$ cat src/hw/spec_pkg.sv
////////////////////////////////////////
// Spec package.
// Shared types and constants of the RV32
// machine-mode reference stepper.
////////////////////////////////////////

package spec_pkg;

    typedef enum logic [3:0] {
        OP_ADDI,
        OP_ADD,
        OP_SUB,
        OP_LUI,
        OP_LW,
        OP_SW,
        OP_BEQ,
        OP_JAL,
        OP_CSRRW,
        OP_MRET,
        OP_ILLEGAL
    } op_e;

    typedef struct packed {
        op_e         op;
        logic [4:0]  rd;
        logic [4:0]  rs1;
        logic [4:0]  rs2;
        logic [31:0] imm;
        logic [11:0] csr;
    } decoded_t;

    // Lives at mstatus bits 3, 7 and 12:11.
    typedef struct packed {
        logic       mie;
        logic       mpie;
        logic [1:0] mpp;
    } mstatus_t;

    typedef struct packed {
        mstatus_t    mstatus;
        logic [31:0] mepc;
        logic [31:0] mcause;
        logic [31:0] mtvec;
        logic [31:0] mscratch;
    } csr_state_t;

    typedef struct packed {
        logic        we;
        logic [4:0]  addr;
        logic [31:0] data;
    } wb_t;

    // Addr is a word address, byte address shifted right by two.
    typedef struct packed {
        logic        re;
        logic        we;
        logic [31:0] addr;
        logic [31:0] wdata;
        logic [3:0]  be;
    } mem_req_t;

    typedef struct packed {
        logic [31:0] pc;
        logic [31:0] next_pc;
        wb_t         wb;
        mem_req_t    mem;
        logic        trap;
        logic [31:0] cause;
    } retire_t;

    localparam logic [11:0] CSR_MSTATUS  = 12'h300;
    localparam logic [11:0] CSR_MTVEC    = 12'h305;
    localparam logic [11:0] CSR_MSCRATCH = 12'h340;
    localparam logic [11:0] CSR_MEPC     = 12'h341;
    localparam logic [11:0] CSR_MCAUSE   = 12'h342;

    localparam logic [31:0] CAUSE_ILLEGAL   = 32'd2;
    localparam logic [31:0] CAUSE_LOAD_MIS  = 32'd4;
    localparam logic [31:0] CAUSE_STORE_MIS = 32'd6;

endpackage

$ cat src/hw/spec_decode.sv
////////////////////////////////////////
// Instruction decoder.
// Raw RV32 word to decoded op and immediate.
////////////////////////////////////////

`timescale 1ns/1ps

module spec_decode (
    input  logic [31:0]         insn_i,
    output spec_pkg::decoded_t  op_o
);
    import spec_pkg::*;

    localparam logic [6:0] OPC_OP_IMM = 7'b0010011;
    localparam logic [6:0] OPC_OP     = 7'b0110011;
    localparam logic [6:0] OPC_LUI    = 7'b0110111;
    localparam logic [6:0] OPC_LOAD   = 7'b0000011;
    localparam logic [6:0] OPC_STORE  = 7'b0100011;
    localparam logic [6:0] OPC_BRANCH = 7'b1100011;
    localparam logic [6:0] OPC_JAL    = 7'b1101111;
    localparam logic [6:0] OPC_SYSTEM = 7'b1110011;
    localparam logic [31:0] MRET_WORD = 32'h3020_0073;

    logic [6:0]  opcode;
    logic [2:0]  funct3;
    logic [6:0]  funct7;
    logic [31:0] imm_i, imm_s, imm_b, imm_u, imm_j;

    assign opcode = insn_i[6:0];
    assign funct3 = insn_i[14:12];
    assign funct7 = insn_i[31:25];

    // Sign-extended immediates for each format.
    assign imm_i = {{20{insn_i[31]}}, insn_i[31:20]};
    assign imm_s = {{20{insn_i[31]}}, insn_i[31:25], insn_i[11:7]};
    assign imm_b = {{19{insn_i[31]}}, insn_i[31], insn_i[7], insn_i[30:25],
                    insn_i[11:8], 1'b0};
    assign imm_u = {insn_i[31:12], 12'b0};
    assign imm_j = {{11{insn_i[31]}}, insn_i[31], insn_i[19:12], insn_i[20],
                    insn_i[30:21], 1'b0};

    always_comb begin
        op_o     = '0;
        op_o.op  = OP_ILLEGAL;
        op_o.rd  = insn_i[11:7];
        op_o.rs1 = insn_i[19:15];
        op_o.rs2 = insn_i[24:20];
        op_o.csr = insn_i[31:20];
        op_o.imm = imm_i;
        unique case (opcode)
            OPC_OP_IMM: if (funct3 == 3'b000) op_o.op = OP_ADDI;
            OPC_OP: begin
                if (funct3 == 3'b000 && funct7 == 7'b0000000) op_o.op = OP_ADD;
                if (funct3 == 3'b000 && funct7 == 7'b0100000) op_o.op = OP_SUB;
            end
            OPC_LUI: begin
                op_o.op  = OP_LUI;
                op_o.imm = imm_u;
            end
            OPC_LOAD: if (funct3 == 3'b010) op_o.op = OP_LW;
            OPC_STORE: begin
                if (funct3 == 3'b010) op_o.op = OP_SW;
                op_o.imm = imm_s;
            end
            OPC_BRANCH: begin
                if (funct3 == 3'b000) op_o.op = OP_BEQ;
                op_o.imm = imm_b;
            end
            OPC_JAL: begin
                op_o.op  = OP_JAL;
                op_o.imm = imm_j;
            end
            OPC_SYSTEM: begin
                if (funct3 == 3'b001) op_o.op = OP_CSRRW;
                else if (insn_i == MRET_WORD) op_o.op = OP_MRET;
            end
            default: op_o.op = OP_ILLEGAL;
        endcase
    end

endmodule

$ cat config.mk
export PLATFORM = sky130hd
export DESIGN_NAME = spec_decode
export DESIGN_NICKNAME = d
export VERILOG_FILES = /design/src/hw/spec_pkg.sv /design/src/hw/spec_decode.sv
export SDC_FILE = /design/constraint.sdc
export NUM_CORES = 1
export LEC_CHECK = 0
export BUFFER_PORTS_ARGS = -buffer_cell sky130_fd_sc_hd__buf_2
export CAP_MARGIN = 20
export CORE_UTILIZATION = 39
export DETAILED_ROUTE_END_ITERATION = 7
export PLACE_DENSITY_LB_ADDON = 0.3
export REMOVE_ABC_BUFFERS = 1
export SLEW_MARGIN = 0
export SYNTH_ARGS = -nofsm -noshare
export SYNTH_HDL_FRONTEND = slang
export SYNTH_SLANG_ARGS = --single-unit
$ cat constraint.sdc
create_clock -name vclk -period 6.3
set_clock_uncertainty 0.2 [all_clocks]
set_input_delay 1.26 -clock vclk [all_inputs]
set_output_delay 1.26 -clock vclk [all_outputs]
set_load 0.05 [all_outputs]
**Word level (Yosys, flattened, before mapping)**

Cells that the tools add are included.

- Reductions and logical operators: 4
- $mul: 0
- Eq/ne operators: 12
- Magnitude comparators: 0
- Divide/modulo/power cells: 0
- Bitwise logic cells: 0
- Multiplexer cells: 10
- Shifts and indexed selects: 0
- Add/subtract/negate cells: 0

Operators by type and width:

| cell | number |
|---|---|
| one-hot mux 31 bit (4 select lines) | 1 |
| == test 32 x 30 -> 1 bit (second input constant) | 1 |
| one-hot mux 4 bit (8 select lines) | 1 |
| == test 7 x 6 -> 1 bit (second input constant) | 4 |
| two-way mux 4 bit | 6 |
| == test 7 bit (second input constant) | 3 |
| == test 7 x 2 -> 1 bit (second input constant) | 1 |
| == test 7 x 5 -> 1 bit (second input constant) | 1 |
| zero test 7 bit | 1 |
| two-way mux 2 bit | 2 |
| == test 3 x 1 -> 1 bit (second input constant) | 1 |
| == test 3 x 2 -> 1 bit (second input constant) | 1 |
| zero test 3 bit | 1 |
| logical AND 1 bit | 2 |

- ROM bits: 0
- Word-level logic and storage cells: 26
- Register bits after elaboration: 0
- Memory bits (writable): 0
- Bits in latches: 0
- Memories: 0

**Depth between registers and ports, before layout**

- Depth after elaboration: 5
- Gate-level depth with buffers: 6
- Gate-level depth less buffers: 4

**Worst setup path before layout**

OpenSTA, ideal clock, no wires.

- Path kind: input -> output
- Start: in insn_i[31]
- End: out op_o[59] (netlist bit)
- Arrival time: 3184 ps
- Slack: 1656 ps
- Buffers on the path: 0
- Cell stages on the path: 4
- Data required time: 4840 ps
- Cell sequence: or4_4 > or3_4 > or3_1 > o21ai_1

RTL lines:

| element | line | source |
|---|---|---|
| from (decl) | spec_decode.sv:9 | `input logic [31:0] insn_i,` |
| to (decl) | spec_decode.sv:10 | `output spec_pkg::decoded_t op_o` |

==> impl_metrics.toml <==
[outcome]
status = "finished, final reports clean"

[floorplanning]
die_h_um = 48.4
core_area_mm2 = 0.00198
dieWidth_um = 48.4
initial_utilization_pct = 42.3
dieArea_mm2 = 0.00234
ios = 95
rows = 16

[detailed_routing]
drc_errors = 0
first_iter_violations = 19
vias = 1132
avgViaCountPerCell = 5.29
wl_um = 2640
routedWlPerCell_um = 12.3
drtPass1Iterations = 4
ant_nets = 0

[grt]
grt_use_total_pct = 22.1
antenna_found_initial = 0
grt_pass1_wl_um = 4420
grt_max_degree = 19
grt_pass1_vias = 1008
overflow = 0

[logic_synthesis]
ys_seq_area_share_pct = 0
synth_area_leaders = "buf_4 25%, a21o_1 18%, nor4_1 5.2%"
yosys.cell_types.count = 36
syn_avg_cell_area_um2 = 6.71
synth_most_common_cell = "buf_4"
synth_top_area_share_pct = 25.1
yosys_warnings = 0
synth_common_cells = "28 x buf_4, 20 x a21o_1, 7 x nor4_1"
synthCells = 125
syn-cell-area_um2 = 838
synth_top_area_cell = "buf_4"

[worst_setup_path]
end_kind = "output pin"
cp.arrival_ns = 3.22
critical_path_class = "in2out"
crit_fanout = 13
required_ns = 4.84
start_kind = "primary input"

[power]
clock_power_share_pct = 0
powerDensity_mw_per_mm2 = 123
p_sw_share_pct = 76.8
power_leakage_nw = 0.645
p_switching_mw = 0.106
p_seq_share_pct = 0
ir_drop_v = 0.000107
comb_power_share_pct = 100.0
internal_power_mw = 0.0320
power_mw = 0.138

[timing]
max_freq_mhz = 214
holdWs_ns = 2.64
setup_viol = 0
rsz0062_at_grt = "no"
max_slew_margin_pct = 40.4
hold_violations = 0
finalWorstSetupSlack_ns = 1.62
min_period_ns = 4.68
period_share_pct = 74.3
tns_ns = 0
timing.final.max_slew_violations = 0
tightest_slew_ns = 0.893

[layout]
nFlopsAndLatches = 0
syn_to_final_growth_pct = 33.4
register_area_um2 = 0
fillers = 202
drive_above_1_share_pct = 54.5
n_antenna_cell = 0
nClkBuffers = 0
fin_nets = 221
stdcell_count = 214
fin_area_mm2 = 0.00112
post-route-util_pct = 56.4

[clocking]
cts.hold.buffers_added = 0
post_cts_resized = 0
postCtsSetupBuffers = 0

[placement]
dp_hpwl_um = 2250
place_ws_ns = 1.65
place_area_mm2 = 0.00111
gp_congestion = 0.733
portBuffers = 95
dpl.cell_count = 213

[hold_path]
whs_path_depth = 2
hold_path.class = "in2out"

[flow_run]
maxCapViolCount = 0
==> worst paths after layout <==
| check | end | from | slack [ns] |
|---|---|---|---|
| max | op_o[60] | insn_i[6] | 1.62 |
| min | op_o[55] | insn_i[8] | 2.64 |
==> kinds of logic (layout without fill, tap and decap cells) <==
family | count (synthesis) | count (layout) | share of synthesized area (%)
and+or+nand+nor | 46 | 46 | 33.7
AOI/OAI and AO/OA | 42 | 42 | 37.0
buffers and inverters | 37 | 99 | 29.3
==> worst max-delay path, stage by stage <==
cell	delay [ns]
buf_2	0.16
or3b_1	0.42
a21oi_1	0.71
a2bb2oi_1	0.31
o2111ai_1	0.13
buf_2	0.23
==> power groups by stage <==
stage / sequential [mW] / combinational [mW] / clock, mW
2_1_floorplan: 0 / 0.0625 / 0
3_3_place_gp: 0 / 0.137 / 0
3_5_place_dp: 0 / 0.138 / 0
4_1_cts: 0 / 0.138 / 0
5_1_grt: 0 / 0.144 / 0
6_report: 0 / 0.138 / 0
==> layout make-up <==
| type | count | area (um^2) | share of cell area, % |
|---|---|---|---|
| inverters | 3 | 11.3 | 1.01 |
| repair buffers | 96 | 480 | 43.0 |
| multi-input cells | 88 | 593 | 53.0 |
| well taps | 27 | 33.8 | 3.02 |
==> layout by cell type, fill, tap and decap left out, drive strengths merged, types with 2 or more instances in the layout <==
| master | instances |
|---|---|
| buf | 95 |
| a21o | 20 |
| nor2b | 8 |
| nor4 | 7 |
| nand3 | 5 |
| nor2 | 5 |
| o21ai | 5 |
| nand2 | 4 |
| a22o | 4 |
| or3 | 4 |
| inv | 3 |
| nor3 | 3 |
| nand3b | 2 |
| a21oi | 2 |
| nor4b | 2 |
| nand2b | 2 |
| o21a | 2 |
==> routing by layer <==
| metal | share of wire (%) | global-route usage (%) |
|---|---|---|
| met1 | 40 | 26.3 |
| met2 | 54 | 43.7 |
| met3 | 6.3 | 1.89 |
| met4 | 0 | 2.45 |
| met5 | 0 | 0 |
Note: power is estimated with default switching activity, not from simulation.
