### src/hw/spec_pkg.sv
////////////////////////////////////////
// Spec package.
// Shared types and constants of the RV32
// machine-mode reference stepper.
////////////////////////////////////////

package spec_pkg;

    typedef enum logic [3:0] {
        OP_ADDI,
        OP_ADD,
        OP_SUB,
        OP_LUI,
        OP_LW,
        OP_SW,
        OP_BEQ,
        OP_JAL,
        OP_CSRRW,
        OP_MRET,
        OP_ILLEGAL
    } op_e;

    typedef struct packed {
        op_e         op;
        logic [4:0]  rd;
        logic [4:0]  rs1;
        logic [4:0]  rs2;
        logic [31:0] imm;
        logic [11:0] csr;
    } decoded_t;

    // Lives at mstatus bits 3, 7 and 12:11.
    typedef struct packed {
        logic       mie;
        logic       mpie;
        logic [1:0] mpp;
    } mstatus_t;

    typedef struct packed {
        mstatus_t    mstatus;
        logic [31:0] mepc;
        logic [31:0] mcause;
        logic [31:0] mtvec;
        logic [31:0] mscratch;
    } csr_state_t;

    typedef struct packed {
        logic        we;
        logic [4:0]  addr;
        logic [31:0] data;
    } wb_t;

    // Addr is a word address, byte address shifted right by two.
    typedef struct packed {
        logic        re;
        logic        we;
        logic [31:0] addr;
        logic [31:0] wdata;
        logic [3:0]  be;
    } mem_req_t;

    typedef struct packed {
        logic [31:0] pc;
        logic [31:0] next_pc;
        wb_t         wb;
        mem_req_t    mem;
        logic        trap;
        logic [31:0] cause;
    } retire_t;

    localparam logic [11:0] CSR_MSTATUS  = 12'h300;
    localparam logic [11:0] CSR_MTVEC    = 12'h305;
    localparam logic [11:0] CSR_MSCRATCH = 12'h340;
    localparam logic [11:0] CSR_MEPC     = 12'h341;
    localparam logic [11:0] CSR_MCAUSE   = 12'h342;

    localparam logic [31:0] CAUSE_ILLEGAL   = 32'd2;
    localparam logic [31:0] CAUSE_LOAD_MIS  = 32'd4;
    localparam logic [31:0] CAUSE_STORE_MIS = 32'd6;

endpackage

### src/hw/spec_state.sv
////////////////////////////////////////
// Architectural state.
// Pc, x1..x31 and machine CSRs, loaded
// on commit.
////////////////////////////////////////

`timescale 1ns/1ps

module spec_state #(
    parameter logic [31:0] BootAddr = 32'h0000_0080
) (
    input  logic                 clk_i,
    input  logic                 rst_i,
    input  logic                 commit_i,
    input  logic                 wx_en_i,
    input  logic [4:0]           wx_addr_i,
    input  logic [31:0]          wx_i,
    input  logic [31:0]          next_pc_i,
    input  spec_pkg::csr_state_t csr_i,
    output logic [31:0]          pc_o,
    output logic [31:0]          regs_o [1:31],
    output spec_pkg::csr_state_t csr_o
);
    import spec_pkg::*;

    logic [31:0] pc_q;
    logic [31:0] regs_q [1:31];
    csr_state_t  csr_q;

    always_ff @(posedge clk_i) begin
        if (rst_i) begin
            pc_q  <= BootAddr;
            csr_q <= '0;
            for (int i = 1; i < 32; i++) begin
                regs_q[i] <= 32'd0;
            end
        end else if (commit_i) begin
            pc_q  <= next_pc_i;
            csr_q <= csr_i;
            // Enable is already clear for x0.
            if (wx_en_i) begin
                regs_q[wx_addr_i] <= wx_i;
            end
        end
    end

    assign pc_o   = pc_q;
    assign regs_o = regs_q;
    assign csr_o  = csr_q;

endmodule

### config.mk
export PLATFORM = sky130hd
export DESIGN_NAME = spec_state
export DESIGN_NICKNAME = d
export VERILOG_FILES = /design/src/hw/spec_pkg.sv /design/src/hw/spec_state.sv
export SDC_FILE = /design/constraint.sdc
export NUM_CORES = 2
export LEC_CHECK = 0
export CORE_AREA = 2 2 525 527
export DETAILED_ROUTE_END_ITERATION = 16
export DIE_AREA = 0 0 527 529
export DONT_BUFFER_PORTS = 1
export PLACE_DENSITY = 0.3
export SLEW_MARGIN = 30
export SYNTH_ARGS = -nofsm -noshare
export SYNTH_HDL_FRONTEND = slang
export SYNTH_SLANG_ARGS = --single-unit
### constraint.sdc
create_clock -name clk_i -period 2 [get_ports clk_i]
set_clock_uncertainty 0.15 [all_clocks]
set_input_delay 0.4 -clock clk_i [delete_from_list [all_inputs] [get_ports clk_i]]
set_output_delay 0.4 -clock clk_i [all_outputs]
set_load 0.01 [all_outputs]
**After elaboration in Yosys (flattened, before gate mapping)**

Index checks and enable logic that the tools add are counted.

- Memory bits (writable): 0
- Flip-flop bits (word level): 1156
- Memories: 0
- Output and inout port bits: 1156
- Logic and storage cells: 47
- ROM bits: 0
- Bits in latches: 0
- Input bits: 205

- Mux-type cells: 3
- Bitwise operators: 1
- Shift-type cells: 0
- $lt $le $gt $ge: 2
- Reductions and logical operators: 2
- Multipliers: 0
- Div/mod/pow operators: 0
- Equality and inequality tests: 0
- Add/subtract/negate cells: 0

Operators with widths:

| cell | count |
|---|---|
| 992-bit bitwise mux | 1 |
| 32-bit demux with 5-bit select | 1 |
| 32-bit 2-to-1 mux | 1 |
| 6-bit >= comparator (second input constant) | 1 |
| 6-bit by 1-bit less-than comparator with 1-bit output (second input constant) | 1 |
| 5-bit NOT with 6-bit output | 1 |
| 2-bit AND reduction | 1 |
| 1-bit logical AND | 1 |

**Longest topological paths before layout**

- Depth in word-level cells: 6
- Mapped depth: 7
- Mapped depth without buffers: 3

**Least setup slack after synthesis**

Ideal clock, no wire load.

- Path type: in2reg
- From: input port commit_i
- To: register regs_q (netlist bit regs_o[961])
- Data required time: 1.778 ns
- Path slack: 0.286 ns
- Arrival time: 1.492 ns
- Library setup time: 0.072 ns
- Cell stages on the path: 7
- Buffers on the path: 4
- Path through: buf_2 -> and4b_1 -> buf_6 -> and2_1 -> buf_2 -> buf_6 -> mux2i_1

- Word-level cells in the longest chain between the ends: 1

RTL lines:

| item | RTL line | text |
|---|---|---|
| start: declaration | spec_state.sv:14 | `input logic commit_i,` |
| 2-bit AND reduction (no source line) | -- |  |
| end signal: indexed assignment | spec_state.sv:42 | `regs_q[wx_addr_i] <= wx_i;` |
| end: declaration | spec_state.sv:27 | `logic [31:0] regs_q [1:31];` |

Every way passes these cells.
A chain may end at the register's enable or synchronous reset.

**Worst setup path in the final report**

- From: input port wx_addr_i[1]
- To: register regs_q (netlist bit regs_o[123])

- Word-level cells in the longest chain between the ends: 6
- Elaborated cells between the ends (all ways): 7
- Those cells by class: order compare (2); mux (3); bitwise (1); reduce/logical (1)

RTL lines:

| item | RTL line | text |
|---|---|---|
| start: declaration | spec_state.sv:16 | `input logic [4:0] wx_addr_i,` |
| 5-bit NOT with 6-bit output (not written as such) (*) | spec_state.sv:42 |  |
| 6-bit >= comparator (not written as such) / 6-bit by 1-bit less-than comparator with 1-bit output (equally long branches) | spec_state.sv:42 |  |
| 1-bit logical AND (not written as such) | spec_state.sv:42 |  |
| 32-bit 2-to-1 mux (not written as such) | spec_state.sv:42 |  |
| 32-bit demux with 5-bit select (*) | spec_state.sv:42 |  |
| 992-bit bitwise mux (*) | spec_state.sv:42 |  |

Mark *: on every way between the ends. The rest lies on a longest branch, timed or not.

==> run_summary.xml <==
<?xml version="1.0" encoding="UTF-8"?>
<metrics>
  <group name="outcome">
    <metric name="run_status" unit="">finished clean</metric>
  </group>
  <group name="layout">
    <metric name="layout.cell_area.non_filler" unit="mm2">0.0580</metric>
    <metric name="final_core_utilization" unit="%">21.2</metric>
    <metric name="post_route_cells_drive_above_1_share" unit="%">11.0</metric>
    <metric name="most_common_library_cell_in_the_layout_ignoring_fill_and_taps" unit="">sky130_fd_sc_hd__mux2i_1</metric>
    <metric name="final_cell_mix" unit="">sky130_fd_sc_hd__mux2i_1 (1,155), sky130_fd_sc_hd__dfxtp_1 (1,122), sky130_fd_sc_hd__nand2b_1 (992)</metric>
    <metric name="finalNetCount" unit="">4416</metric>
    <metric name="area_growth_from_synthesis_to_layout" unit="%">31.0</metric>
  </group>
  <group name="worst_setup_path">
    <metric name="critPathMaxStageDelay" unit="ns">0.66</metric>
    <metric name="crit_arrival" unit="ns">2.53</metric>
    <metric name="crit_path_cell_trace" unit="">dlygate4sd3_1, nor4bb_4, buf_12, nand2_8, mux2i_1, dlygate4sd3_1</metric>
    <metric name="setup.worst_path.class" unit="">in -&gt; reg</metric>
    <metric name="critical-path-slowest-cell" unit="">sky130_fd_sc_hd__dlygate4sd3_1</metric>
    <metric name="crit_required" unit="ns">2.57</metric>
    <metric name="worst-path-max-fanout" unit="">9</metric>
    <metric name="worst_setup_start_kind" unit="">input pin</metric>
    <metric name="cp_common_cell" unit="">sky130_fd_sc_hd__dlygate4sd3_1</metric>
    <metric name="timing.critical_path.to_type" unit="">flop</metric>
  </group>
  <group name="synth">
    <metric name="synthSimpleGateAreaFrac" unit="%">16.7</metric>
    <metric name="post-synth-top-area-cell" unit="">sky130_fd_sc_hd__dfxtp_1</metric>
    <metric name="syn-num-nets" unit="">4097</metric>
    <metric name="synth_top_cell_area_share" unit="%">52.3</metric>
    <metric name="synth.mux.area_fraction" unit="%">26.1</metric>
    <metric name="synth_compound_area_share" unit="%">0.0198</metric>
    <metric name="ys.warnings.count" unit="">0</metric>
    <metric name="async_flop_share" unit="%">0</metric>
    <metric name="syn-instance-count" unit="">3892</metric>
    <metric name="synth_cell_types" unit="">24</metric>
    <metric name="largest_cells_by_area_after_synthesis" unit="">sky130_fd_sc_hd__dfxtp_1 (52%), sky130_fd_sc_hd__mux2i_1 (26%), sky130_fd_sc_hd__nand2b_1 (14%)</metric>
    <metric name="synth_ff_type" unit="">sky130_fd_sc_hd__dfxtp_1</metric>
    <metric name="synth_top_family_by_area" unit="">multiplexers</metric>
    <metric name="synth_area_per_cell" unit="um2">11.4</metric>
    <metric name="synth_edf_count" unit="">0</metric>
    <metric name="synthesis.area" unit="mm2">0.0443</metric>
    <metric name="ys_seq_elements" unit="">1156</metric>
    <metric name="yosys.area_share.adder" unit="%">0</metric>
    <metric name="synth_xor_area_share" unit="%">0</metric>
    <metric name="synth_seq_area_share" unit="%">52.3</metric>
  </group>
  <group name="floorplanning">
    <metric name="floorplan.die.width" unit="um">527</metric>
    <metric name="floorplan.io_pins" unit="">1361</metric>
    <metric name="die_h" unit="um">529</metric>
    <metric name="effective_utilization_at_floorplan" unit="%">16.2</metric>
    <metric name="placeableCoreArea" unit="mm2">0.273</metric>
    <metric name="placementRows" unit="">192</metric>
    <metric name="die_area" unit="mm2">0.279</metric>
  </group>
  <group name="power">
    <metric name="netSwitchingPower" unit="W">0.0135</metric>
    <metric name="p_int" unit="W">0.0410</metric>
    <metric name="p_comb_share" unit="%">5.9</metric>
    <metric name="pwr_density_cell" unit="mW/mm2">939</metric>
    <metric name="cellLeakagePower" unit="nW">27.0</metric>
    <metric name="swShare" unit="%">24.8</metric>
    <metric name="proportion_of_power_drawn_by_flip_flops_and_latches" unit="%">43.6</metric>
    <metric name="p_clk_share" unit="%">50.4</metric>
    <metric name="worst_ir_drop_vdd" unit="mV">0.739</metric>
  </group>
  <group name="sta">
    <metric name="setup_violations" unit="">0</metric>
    <metric name="max-slew-margin-rel" unit="%">46.0</metric>
    <metric name="final.min_clock_period" unit="ns">1.97</metric>
    <metric name="grt_setup_unrepaired" unit="">no</metric>
    <metric name="post-route-period-util" unit="%">98.3</metric>
    <metric name="max_slew.worst_pin.slew" unit="ns">0.810</metric>
    <metric name="fmax" unit="MHz">509</metric>
    <metric name="finalHoldViolations" unit="">0</metric>
    <metric name="pins_over_their_slew_limit" unit="">0</metric>
  </group>
  <group name="clock_tree">
    <metric name="number_of_sinks_handled_by_clock_tree_synthesis" unit="">1156</metric>
    <metric name="cts_tree" unit="">built</metric>
    <metric name="clkLatencyLatePin" unit="ns">0.80</metric>
    <metric name="clock_tree.buffer_depth" unit="">4</metric>
    <metric name="ctsRootBufferMaster" unit="">sky130_fd_sc_hd__clkbuf_16</metric>
    <metric name="clock_tree.htree_level_count" unit="">4</metric>
    <metric name="post_cts.repair.setup_buffers" unit="">0</metric>
    <metric name="cts.clk_slew.worst_paths" unit="ns">0.07</metric>
    <metric name="cts-buffers-inserted" unit="">152</metric>
  </group>
  <group name="grt">
    <metric name="grt_start_max_net_pins" unit="">183</metric>
    <metric name="grt_first_pass_wirelength" unit="mm">294</metric>
    <metric name="antenna_found_initial" unit="">33</metric>
    <metric name="grt-ovfl-total" unit="">0</metric>
    <metric name="global_route.usage.total" unit="%">15.4</metric>
    <metric name="grt_pass1_vias" unit="">30200</metric>
  </group>
  <group name="routing">
    <metric name="wire_per_inst" unit="um">28.6</metric>
    <metric name="drt_iter0_markers" unit="">1377</metric>
    <metric name="detailroute.via_count" unit="">29600</metric>
    <metric name="remaining_drc_errors" unit="">0</metric>
    <metric name="post_route_antenna_net_violation_count" unit="">0</metric>
    <metric name="route.final.wire_length" unit="mm">227</metric>
    <metric name="viasPerCell" unit="">3.74</metric>
    <metric name="number_of_detailed_routing_iterations_run_before_antenna_repair" unit="">5</metric>
  </group>
  <group name="placed_design">
    <metric name="hpwlAfterDp" unit="mm">152</metric>
    <metric name="place.port_buffers" unit="">0</metric>
    <metric name="placedInstanceArea" unit="mm2">0.0491</metric>
    <metric name="place_congestion" unit="">0.756</metric>
  </group>
  <group name="job">
    <metric name="timing.max_cap.violations" unit="">0</metric>
  </group>
  <group name="hold_path">
    <metric name="hold_path.class" unit="">in -&gt; reg</metric>
  </group>
</metrics>
stage by stage:
step / hold slack [ns] / std cells / power, W / setup WS (ns) / setup TNS (ns)
2_1_floorplan: 0.343 / 3892 / 0.0254 / 0.286 / 0
3_3_place_gp: 0.358 / 7263 / 0.0264 / -0.0467 / -1.46
3_5_place_dp: 0.362 / 7269 / 0.0268 / -1.66 / -878.27
4_1_cts: 0.00412 / 7912 / 0.0557 / 0.0000131 / 0
5_1_grt: 0.0326 / 7923 / 0.0567 / 0.00341 / 0
6_report: 0.0693 / 7929 / 0.0545 / 0.0344 / 0
state kept, by name, summed over array words and instances (netlist names):
name and flops:
regs_o 992, pc_o 32, csr_o 132
critical path, delay by kind of cell:
family | cells | cell delay (ns)
and+or+nand+nor | 2 | 0.50
muxes | 1 | 0.17
buffers and inverters | 3 | 1.43
cells by family after synthesis:
family	count (synthesis)
DFF	1156
muxes	1155
buffers and inverters	349
AOI/OAI and AO/OA	1
and+or+nand+nor	1231
timing repair:
item	CTS	global route
cloned	3	3
endpoints found under the hold margin	1069	23
hold buffers	370	1
setup endpoints to repair	539	137
gates resized for setup	33	2
cell type report:
type / count / area (um2)
Antenna cell: 13 / 32.5
Clock buffer: 234 / 4560
Clock inverter: 36 / 360
Fill cell: 29300 / 215000
Multi-Input combinational cell: 2387 / 19300
Sequential cell: 1156 / 23200
Tap cell: 3589 / 4490
Timing Repair Buffer: 514 / 6100
power groups by stage:
stage | clock, W | combinational (W) | sequential, W
3_3_place_gp | 0 | 0.00210 | 0.0243
2_1_floorplan | 0 | 0.00136 | 0.0241
3_5_place_dp | 0 | 0.00249 | 0.0243
4_1_cts | 0.0286 | 0.00328 | 0.0238
6_report | 0.0275 | 0.00324 | 0.0238
5_1_grt | 0.0294 | 0.00344 | 0.0238
final timing paths:
kind | from | end | slack, ns | cells after the start
setup / recovery | wx_addr_i[1] | regs_o[123] | 0.03 | 6
hold / removal | wx_addr_i[2] | regs_o[639] | 0.07 | 3
setup reg to reg | pc_o[8] | pc_o[8] | 0.42 | 3
hold reg to reg | regs_o[616] | regs_o[616] | 0.37 | 2
synthesized netlist by cell type, types with 2 or more instances:
master	count
sky130_fd_sc_hd__mux2i_1	1155
sky130_fd_sc_hd__nand2_2	24
sky130_fd_sc_hd__and3b_2	3
sky130_fd_sc_hd__buf_2	45
sky130_fd_sc_hd__clkbuf_1	208
sky130_fd_sc_hd__nor2_1	163
sky130_fd_sc_hd__nand2_1	2
sky130_fd_sc_hd__buf_12	12
sky130_fd_sc_hd__nor3b_4	3
sky130_fd_sc_hd__dfxtp_1	1156
sky130_fd_sc_hd__nand2_8	4
sky130_fd_sc_hd__buf_4	6
sky130_fd_sc_hd__and4b_1	2
sky130_fd_sc_hd__buf_6	76
sky130_fd_sc_hd__nand2b_1	1024
routing by layer:
layer	track usage [%]	wire length (um)	vias up
met1	17.8	89400	14700
met3	6.57	23200	242
met4	4.48	6450	0
met5	0	0	-
met2	25.9	107000	1228
li1	-	-	13500
No activity file was read; power rests on OpenSTA's default activity.
