File: src/hw/spec_pkg.sv
////////////////////////////////////////
// Spec package.
// Shared types and constants of the RV32
// machine-mode reference stepper.
////////////////////////////////////////

package spec_pkg;

    typedef enum logic [3:0] {
        OP_ADDI,
        OP_ADD,
        OP_SUB,
        OP_LUI,
        OP_LW,
        OP_SW,
        OP_BEQ,
        OP_JAL,
        OP_CSRRW,
        OP_MRET,
        OP_ILLEGAL
    } op_e;

    typedef struct packed {
        op_e         op;
        logic [4:0]  rd;
        logic [4:0]  rs1;
        logic [4:0]  rs2;
        logic [31:0] imm;
        logic [11:0] csr;
    } decoded_t;

    // Lives at mstatus bits 3, 7 and 12:11.
    typedef struct packed {
        logic       mie;
        logic       mpie;
        logic [1:0] mpp;
    } mstatus_t;

    typedef struct packed {
        mstatus_t    mstatus;
        logic [31:0] mepc;
        logic [31:0] mcause;
        logic [31:0] mtvec;
        logic [31:0] mscratch;
    } csr_state_t;

    typedef struct packed {
        logic        we;
        logic [4:0]  addr;
        logic [31:0] data;
    } wb_t;

    // Addr is a word address, byte address shifted right by two.
    typedef struct packed {
        logic        re;
        logic        we;
        logic [31:0] addr;
        logic [31:0] wdata;
        logic [3:0]  be;
    } mem_req_t;

    typedef struct packed {
        logic [31:0] pc;
        logic [31:0] next_pc;
        wb_t         wb;
        mem_req_t    mem;
        logic        trap;
        logic [31:0] cause;
    } retire_t;

    localparam logic [11:0] CSR_MSTATUS  = 12'h300;
    localparam logic [11:0] CSR_MTVEC    = 12'h305;
    localparam logic [11:0] CSR_MSCRATCH = 12'h340;
    localparam logic [11:0] CSR_MEPC     = 12'h341;
    localparam logic [11:0] CSR_MCAUSE   = 12'h342;

    localparam logic [31:0] CAUSE_ILLEGAL   = 32'd2;
    localparam logic [31:0] CAUSE_LOAD_MIS  = 32'd4;
    localparam logic [31:0] CAUSE_STORE_MIS = 32'd6;

endpackage

File: src/hw/spec_api.sv
////////////////////////////////////////
// Spec API wrapper.
// Feeds state into the specification and
// flattens its effects to named outputs.
////////////////////////////////////////

`timescale 1ns/1ps

module spec_api (
    input  spec_pkg::decoded_t   op_i,
    input  logic [31:0]          pc_i,
    input  logic [31:0]          regs_i [1:31],
    input  spec_pkg::csr_state_t csr_i,
    input  logic [31:0]          mem_rdata_i,
    output logic                 wx_en_o,
    output logic [4:0]           wx_addr_o,
    output logic [31:0]          wx_o,
    output logic [31:0]          pc_o,
    output spec_pkg::csr_state_t csr_o,
    output logic                 mem_read_o,
    output logic                 mem_write_o,
    output logic [31:0]          mem_addr_o,
    output logic [31:0]          mem_wdata_o,
    output logic [3:0]           mem_be_o,
    output logic                 trap_o,
    output logic [31:0]          cause_o
);
    import spec_pkg::*;

    wb_t      wb;
    mem_req_t mem;

    spec_execute u_spec (
        .op_i       (op_i),
        .pc_i       (pc_i),
        .regs_i     (regs_i),
        .csr_i      (csr_i),
        .mem_rdata_i(mem_rdata_i),
        .wb_o       (wb),
        .next_pc_o  (pc_o),
        .csr_o      (csr_o),
        .mem_o      (mem),
        .trap_o     (trap_o),
        .cause_o    (cause_o)
    );

    // Register file effect.
    assign wx_en_o   = wb.we;
    assign wx_addr_o = wb.addr;
    assign wx_o      = wb.data;

    // Data memory effect.
    assign mem_read_o  = mem.re;
    assign mem_write_o = mem.we;
    assign mem_addr_o  = mem.addr;
    assign mem_wdata_o = mem.wdata;
    assign mem_be_o    = mem.be;

endmodule

File: src/hw/spec_execute.sv
////////////////////////////////////////
// Specification of one instruction step.
// Computes writeback, next pc, memory
// request, CSR update and trap.
////////////////////////////////////////

`timescale 1ns/1ps

module spec_execute (
    input  spec_pkg::decoded_t   op_i,
    input  logic [31:0]          pc_i,
    input  logic [31:0]          regs_i [1:31],
    input  spec_pkg::csr_state_t csr_i,
    input  logic [31:0]          mem_rdata_i,
    output spec_pkg::wb_t        wb_o,
    output logic [31:0]          next_pc_o,
    output spec_pkg::csr_state_t csr_o,
    output spec_pkg::mem_req_t   mem_o,
    output logic                 trap_o,
    output logic [31:0]          cause_o
);
    import spec_pkg::*;

    logic [31:0] rs1_val;
    logic [31:0] rs2_val;
    logic [31:0] ea;
    logic [31:0] mstatus_word;
    logic [31:0] csr_old;
    logic        csr_ok;

    // x0 is hardwired to zero.
    assign rs1_val = (op_i.rs1 == 5'd0) ? 32'd0 : regs_i[op_i.rs1];
    assign rs2_val = (op_i.rs2 == 5'd0) ? 32'd0 : regs_i[op_i.rs2];
    assign ea      = rs1_val + op_i.imm;

    assign mstatus_word = {19'd0, csr_i.mstatus.mpp, 3'd0, csr_i.mstatus.mpie,
                           3'd0, csr_i.mstatus.mie, 3'd0};

    always_comb begin
        csr_ok  = 1'b1;
        csr_old = 32'd0;
        unique case (op_i.csr)
            CSR_MSTATUS:  csr_old = mstatus_word;
            CSR_MTVEC:    csr_old = csr_i.mtvec;
            CSR_MSCRATCH: csr_old = csr_i.mscratch;
            CSR_MEPC:     csr_old = csr_i.mepc;
            CSR_MCAUSE:   csr_old = csr_i.mcause;
            default:      csr_ok  = 1'b0;
        endcase
    end

    always_comb begin
        wb_o      = '{we: 1'b0, addr: op_i.rd, data: 32'd0};
        next_pc_o = pc_i + 32'd4;
        csr_o     = csr_i;
        mem_o     = '0;
        trap_o    = 1'b0;
        cause_o   = 32'd0;
        unique case (op_i.op)
            OP_ADDI: wb_o = '{we: 1'b1, addr: op_i.rd, data: rs1_val + op_i.imm};
            OP_ADD:  wb_o = '{we: 1'b1, addr: op_i.rd, data: rs1_val + rs2_val};
            OP_SUB:  wb_o = '{we: 1'b1, addr: op_i.rd, data: rs1_val - rs2_val};
            OP_LUI:  wb_o = '{we: 1'b1, addr: op_i.rd, data: op_i.imm};
            OP_LW: begin
                mem_o.re   = 1'b1;
                mem_o.addr = {2'b00, ea[31:2]};
                wb_o       = '{we: 1'b1, addr: op_i.rd, data: mem_rdata_i};
                trap_o     = (ea[1:0] != 2'b00);
                cause_o    = CAUSE_LOAD_MIS;
            end
            OP_SW: begin
                mem_o   = '{re: 1'b0, we: 1'b1, addr: {2'b00, ea[31:2]},
                            wdata: rs2_val, be: 4'hf};
                trap_o  = (ea[1:0] != 2'b00);
                cause_o = CAUSE_STORE_MIS;
            end
            OP_BEQ: if (rs1_val == rs2_val) next_pc_o = pc_i + op_i.imm;
            OP_JAL: begin
                wb_o      = '{we: 1'b1, addr: op_i.rd, data: pc_i + 32'd4};
                next_pc_o = pc_i + op_i.imm;
            end
            OP_CSRRW: begin
                wb_o = '{we: 1'b1, addr: op_i.rd, data: csr_old};
                unique case (op_i.csr)
                    CSR_MSTATUS: csr_o.mstatus = '{mie: rs1_val[3], mpie: rs1_val[7],
                                                   mpp: rs1_val[12:11]};
                    CSR_MTVEC:    csr_o.mtvec    = {rs1_val[31:2], 2'b00};
                    CSR_MSCRATCH: csr_o.mscratch = rs1_val;
                    CSR_MEPC:     csr_o.mepc     = rs1_val;
                    CSR_MCAUSE:   csr_o.mcause   = rs1_val;
                    default:      csr_o          = csr_i;
                endcase
                trap_o  = !csr_ok;
                cause_o = CAUSE_ILLEGAL;
            end
            OP_MRET: begin
                csr_o.mstatus.mie  = csr_i.mstatus.mpie;
                csr_o.mstatus.mpie = 1'b1;
                next_pc_o          = csr_i.mepc;
            end
            default: begin
                trap_o  = 1'b1;
                cause_o = CAUSE_ILLEGAL;
            end
        endcase

        if (trap_o) begin
            wb_o.we   = 1'b0;
            mem_o     = '0;
            csr_o     = csr_i;
            csr_o.mepc   = pc_i;
            csr_o.mcause = cause_o;
            csr_o.mstatus = '{mie: 1'b0, mpie: csr_i.mstatus.mie, mpp: 2'b11};
            next_pc_o = csr_i.mtvec;
        end else begin
            cause_o = 32'd0;
        end
        if (op_i.rd == 5'd0) wb_o.we = 1'b0;
    end

endmodule

File: config.mk
export PLATFORM = sky130hd
export DESIGN_NAME = spec_api
export DESIGN_NICKNAME = d
export VERILOG_FILES = /design/src/hw/spec_pkg.sv /design/src/hw/spec_api.sv /design/src/hw/spec_execute.sv
export SDC_FILE = /design/constraint.sdc
export NUM_CORES = 2
export LEC_CHECK = 0
export BUFFER_PORTS_ARGS = -buffer_cell sky130_fd_sc_hd__buf_2
export CAP_MARGIN = 0
export CORE_AREA = 2 2 612 614
export DETAILED_ROUTE_END_ITERATION = 7
export DIE_AREA = 0 0 614 616
export PLACE_DENSITY_LB_ADDON = 0.15
export SYNTH_ARGS = -nofsm -noshare
export SYNTH_HDL_FRONTEND = slang
export SYNTH_SLANG_ARGS = --single-unit
File: constraint.sdc
create_clock -name vclk -period 9
set_input_delay 1.8 -clock vclk [all_inputs]
set_output_delay 1.8 -clock vclk [all_outputs]
set_load 0.01 [all_outputs]
# Yosys cells after proc, flatten, opt, wreduce, memory -nomap -nowiden

Index checks and enable logic that the tools add are counted.
Widths: inputs -> output; s select.

Bits in registers: 0
Input port bits: 1251
Logic and storage cells: 65

$add $sub $neg: 5
Order comparisons: 2
Equal/unequal tests: 15
Mux-type cells: 32
Bitwise gates (word level): 2
Reduce and logical (&&, ||, !) cells: 9

Operators by type and width:

| kind                  | count |
|---|---|
| $mux 32               | 12 |
| $bmux 32 s5           | 2 |
| $pmux 38 s7           | 1 |
| $pmux 32 s5           | 1 |
| $mux 132              | 1 |
| $mux 130              | 1 |
| $add 32x32->32        | 3 |
| $pmux 32 s3           | 1 |
| $mux 70               | 1 |
| $eq 12x10->1 const B  | 5 |
| $mux 36               | 1 |
| $add 32x3->32 const B | 1 |
| $eq 32x32->1          | 1 |
| $sub 32x32->32        | 1 |
| $mux 30               | 1 |
| $eq 4x3->1 const B    | 4 |
| $logic_not 5->1       | 3 |
| $ge 6x6->1 const B    | 2 |
| $not 5->6             | 2 |
| $pmux 3 s3            | 1 |
| $eq 4x2->1 const B    | 2 |
| $eq 4x4->1 const B    | 2 |
| $reduce_or 7->1       | 1 |
| $mux 1                | 5 |
| 10 further kinds      | 10 |

# Depth between registers and ports, before layout

Depth in word-level cells: 10
Gate-level depth with buffers: 23
Depth with buffers taken out: 18

# Worst setup path before layout

OpenSTA, ideal clock, no wires.

Path kind: input-to-output
From: input op_i[44] in the netlist's numbering
To: output wx_o[27]
Arrival time: 7.225 ns
Required time: 7.200 ns
Slack: -0.025 ns
Cell stages on the path: 19
Buffers on the path: 5
Cell sequence: buf_2 -> buf_2 -> buf_1 -> buf_1 -> mux4_2 -> mux4_2 -> mux2i_1 -> ha_1 -> clkbuf_1 -> a211o_1 -> a2111oi_0 -> o21ai_0 -> a21o_1 -> a31o_2 -> a221o_1 -> a211oi_1 -> o32ai_1 -> a2bb2oi_1 -> a211o_1

Cells in the longest elaborated chain, start to end: 7
Elaborated cells between the ends (all ways): 9

Ends and longest elaborated chain:

| what                                                    | RTL line                               | RTL |
|---|---|---|
| start, declared                                         | spec_api.sv:10                         | `input spec_pkg::decoded_t op_i,` |
| $not 5->6 (not written as such)                         | spec_execute.sv:33                     | `assign rs2_val = (op_i.rs2 == 5'd0) ? 32'd0 : regs_i[op_i.rs2];` |
| $bmux 32 s5                                             | spec_execute.sv:33                     |  |
| $mux 32 (not written as such) (2 in a row)              | spec_execute.sv:33                     |  |
| $mux 32 *                                               | spec_execute.sv:33                     |  |
| $sub 32x32->32 / $add 32x32->32 (equally long branches) | spec_execute.sv:62, spec_execute.sv:61 |  |
| $pmux 38 s7 *                                           | spec_execute.sv:59                     | `unique case (op_i.op)` |
| end, declared                                           | spec_api.sv:17                         | `output logic [31:0] wx_o,` |

Mark *: on every way between the ends. The rest lies on a longest branch, timed or not. The select of a mux whose other input is x is not followed.

# Final worst setup path

From: input op_i[49] in the netlist's numbering
To: output mem_addr_o[24]

Cells in the longest elaborated chain, start to end: 9
Elaborated cells between the ends (all ways): 11

Ends and longest elaborated chain:

| what                                       | RTL line                               | RTL |
|---|---|---|
| $not 5->6 (not written as such)            | spec_execute.sv:32                     | `assign rs1_val = (op_i.rs1 == 5'd0) ? 32'd0 : regs_i[op_i.rs1];` |
| $bmux 32 s5                                | spec_execute.sv:32                     |  |
| $mux 32 (not written as such) (2 in a row) | spec_execute.sv:32                     |  |
| $mux 32 *                                  | spec_execute.sv:32                     |  |
| $add 32x32->32 *                           | spec_execute.sv:34                     | `assign ea = rs1_val + op_i.imm;` |
| $reduce_bool 2->1                          | spec_execute.sv:68, spec_execute.sv:74 |  |
| $pmux 1 s3                                 | spec_execute.sv:59                     |  |
| $mux 70 *                                  | spec_execute.sv:107                    | `if (trap_o) begin` |
| end, declared                              | spec_api.sv:22                         | `output logic [31:0] mem_addr_o,` |

Marks and branches as above.

==> flow_results.org <==
** Run status
- The flow ran to the end, and the final reports show no timing, DRC or antenna violations.

** Placed design
- Timing analysis after detailed placement gives a worst setup slack of -0.626 ns.
- Post-DP HPWL :: 364000 µm
- The count of buffers added on input and output ports is 1524.
- Routability-driven placement congestion ratio :: 0.972

** Synthesis
- Total standard cell area after synthesis :: ~0.028 mm²
- The average instance in the mapped netlist occupies between 9 and 10 µm².
- Number of distinct library cells after synthesis :: 90
- Summing the sequential cell areas from Yosys gives 0% of the chip area.
- For this run, the number of Yosys warnings is 0.
- Number of cells produced by synthesis :: 3048

** GRT
- Global-route wire length before repair :: 488000 µm
- The initial antenna violation count was 398.
- Via count of the first global-routing pass :: 39.9k
- Overall overflow remaining after global route :: 0
- For this run, the total global-route usage over all layers was measured as about a fifth.
- Entering global routing, the biggest net connects 64 pins.

** Min path
- The path class of the tightest hold or removal check is in2out.
- HP Start :: op_i[55]
- The worst hold path terminates at wx_addr_o[1].
- The worst hold path passes through 2 cells.

** Worst setup path
- In this design, the stage delay of the slowest critical-path cell is 0.55 ns.
- At the worst endpoint, the arrival time is roughly 7 ns.
- The worst setup path is launched from an input pin.
- Startpoint-to-endpoint class of the critical path :: in2out
- Critical path's slowest cell :: mux4_2
- Data on the critical path is required at its endpoint by around 7 ns.
- Counting both buffers and inverters, the worst setup path holds a total of 9.
- In this design, the critical path's most frequently occurring cell is buf_4.
- Gate family responsible for the most delay along the worst path :: multiplexers
- Worst path cell trace :: buf_16 > buf_16 > buf_8 > mux4_2 > mux4_2 > mux2i_4 > buf_12 > inv_1 > buf_4 > ha_2 > fa_2 > nand2_2 > nand2_1 > a31o_2 > a221o_2 > a2111oi_4 > buf_4 > o311ai_1 > xnor2_1 > buf_4 > nor2_2 > buf_2
- Largest driver fanout on the critical path :: 7
- Critical Path End Type :: output pin

** Power and ir drop
- Net switching power figure :: 2940 µW
- In this run, the clock network consumes 0% of the power.
- Internal Pwr Total :: 2210 µW
- Total power :: 5150 µW
- Across the VDD grid, the largest voltage drop is 0.0000462 V.
- Proportion of total power due to net switching :: 57.0%
- Areal power density over the cells :: 105 mW/mm²
- Power share of the sequential group :: 0%
- Combinational share of power :: 100.0%
- Static power due to leakage :: 0.0200 µW

** Drt
- Number of vias per cell :: approximately 4
- Wire length reported by the detailed router :: 400000 µm
- In the routed design, unresolved DRC markers number 0.
- The first detailed-routing pass ran for 6 iterations.
- Initial drt markers :: 4292
- Via count :: 40.8k
- The count of nets left with antenna violations once routing finished came out at 0.
- Average detailed-routed wire length per instance :: 39.3 µm

** Flow run
- Max_cap viols :: 0

** Timing
- The final hold violation count came to 0.
- Setup repair after global routing could not meet its margin everywhere.
- Highest clock frequency the design can meet :: between 100 and 150 MHz
- Final Setup Violations :: 0
- Setup slack closes at between 0.04 and 0.05 ns.
- Post-layout min period :: 8.95 ns
- Worst slew pin tran :: 1.23 ns
- Max-slew headroom :: 17.9%
- The worst path uses between 90 and 100% of the clock period.
- Final slew viol count :: 0

** Clock tree
- Cts-stage hold buffer count :: 0

** Die
- For this configuration, the core starts out at a cell density of 7.62%.
- In this run the count of I/O pins placed on the die edge is 1556.
- Horizontal die dimension :: 614 µm
- The die covers 0.378 mm².
- The core region is 0.371 mm².
- Die Y :: 616 µm
- Number of cell rows :: 224

** Finish
- Register Area :: 0 µm²
- The net count of the finished layout is about 6.3k.
- Synth-to-layout area growth :: 73.0%
- In the final layout, the share of cells above drive strength 1 is about three fifths.
- CLK BUF :: 0
- Count of sequential standard cells :: 0
[through the flow]
step | cells | utilization, % | setup TNS, ns | area [µm²] | hold slack [ns]
after global placement | 9862 | 12.7 | -12.12 | 47200 | 3.91
after detailed placement | 9862 | 12.7 | -11.55 | 47200 | 3.91
after global routing | 10100 | 13.1 | -0.0715 | 48700 | 3.91
after CTS | 9877 | 12.9 | -0.0232 | 47800 | 3.91
after floorplan | 3079 | - | 0 | 28400 | 3.68
final | 10200 | 13.2 | 0 | 49000 | 3.90
[what timing repair did]
item                                    4_1_cts  5_1_grt
endpoints found under the setup margin       57       36
setup buffers                                10       19
gates cloned                                  5        4
gates resized for setup                      62       46
pin swaps                                    11       15
[cell families after synthesis]
| kind of cell | synth area share, % |
|---|---|
| other | 0.0132 |
| XOR/XNOR | 3.24 |
| AO/OA/AOI/OAI | 20.5 |
| multiplexers | 51.7 |
| adder cells (fa/ha/maj) | 5.80 |
| buffers and inverters | 6.46 |
| AND/OR/NAND/NOR | 12.3 |
[placed cells by master, fill, tap and decap left out, types with 13 or more instances in the layout]
cell type | Yosys | final
nand2b_1 | 28 | 28
and3_1 | 23 | 23
a22oi_1 | 19 | 19
nor3_1 | 36 | 29
mux2_2 | 77 | 77
o21ai_0 | 210 | 206
mux2i_4 | 0 | 16
ha_1 | 124 | 117
a31oi_1 | 18 | 16
nor2_1 | 317 | 313
o221ai_1 | 24 | 21
a211oi_1 | 16 | 16
xor2_1 | 37 | 35
nor2b_1 | 24 | 21
o21a_1 | 22 | 22
nand3_1 | 33 | 32
buf_6 | 2 | 13
mux2i_2 | 0 | 30
o211ai_1 | 17 | 17
a221o_1 | 17 | 17
diode_2 | 0 | 287
buf_2 | 28 | 1488
mux4_2 | 561 | 561
buf_12 | 0 | 98
conb_1 | 1 | 32
o22ai_1 | 17 | 17
xnor2_1 | 66 | 61
inv_1 | 100 | 98
a21oi_1 | 215 | 208
mux2i_1 | 114 | 68
a21o_1 | 47 | 47
a22o_1 | 62 | 62
buf_4 | 42 | 559
o21bai_1 | 20 | 20
a221oi_1 | 41 | 40
and2_1 | 15 | 15
nand2_1 | 219 | 213
a222oi_1 | 26 | 26
[metal layers]
layer | vias to the layer above | GRT usage, % | wire [µm] | share of wire (%)
met3 | 634 | 4.36 | 28600 | 7.2
met1 | 21200 | 23.7 | 154000 | 38
met5 | - | 0 | 1030 | 0.26
li1 | 16400 | - | - | -
met2 | 2417 | 36.2 | 200000 | 50
met4 | 166 | 6.20 | 16100 | 4.0
[synthesized netlist by cell type (all sizes together) (10+ instances only)]
master  number  area [µm²]
nand4       12        75.1
a221o       18         181
nor4        13        93.8
xnor2       67         594
a22o        62         543
a211o       10        87.6
a22oi       19         143
a221oi      41         359
nor3        36         180
ha         124        1550
a222oi      26         260
a211oi      17         133
xor2        37         324
o221ai      24         210
a21oi      216        1080
o21bai      20         150
clkbuf     207         777
a21o        47         353
o22ai       17         106
nor2b       24         150
mux4       561       12600
o31ai       12         109
a31oi       19         134
and2        15        93.8
nand2      219         822
nand3       34         183
nor2       318        1200
inv        101         379
and3        23         144
mux2i      114        1140
buf        124         673
mux2        77         867
nand2b      28         175
o21a        22         165
o211ai      17         128
o21ai      213        1070
[power groups by stage]
stage	Combinational (µW)	Clock [µW]	Sequential, µW
final	5150	0.00441	0
after global routing	5460	0.00261	0
after CTS	5220	0	0
after detailed placement	5110	0	0
after global placement	5140	0	0
after floorplan	1950	0	0
[final cells by class]
class | count | area [µm²]
inverters | 101 | 389
fillers | 42900 | 322000
well taps | 4972 | 6220
repair buffers | 2179 | 14300
diodes | 287 | 718
multi-input cells | 2647 | 27400
[how the worst max path moves through the flow]
| stage | start | to | slack [ns] | cells past startpoint |
|---|---|---|---|---|
| final | op_i[49] | mem_addr_o[24] | 0.05 | 22 |
| after global routing | op_i[49] | pc_o[16] | -0.04 | 24 |
| after CTS | op_i[49] | mem_addr_o[28] | -0.02 | 22 |
| after detailed placement | op_i[49] | pc_o[29] | -0.63 | 27 |
| after global placement | op_i[49] | pc_o[29] | -0.70 | 27 |
| after floorplan | op_i[44] | wx_o[27] | 0.12 | 19 |
Note: power is estimated with default switching activity, not from simulation.
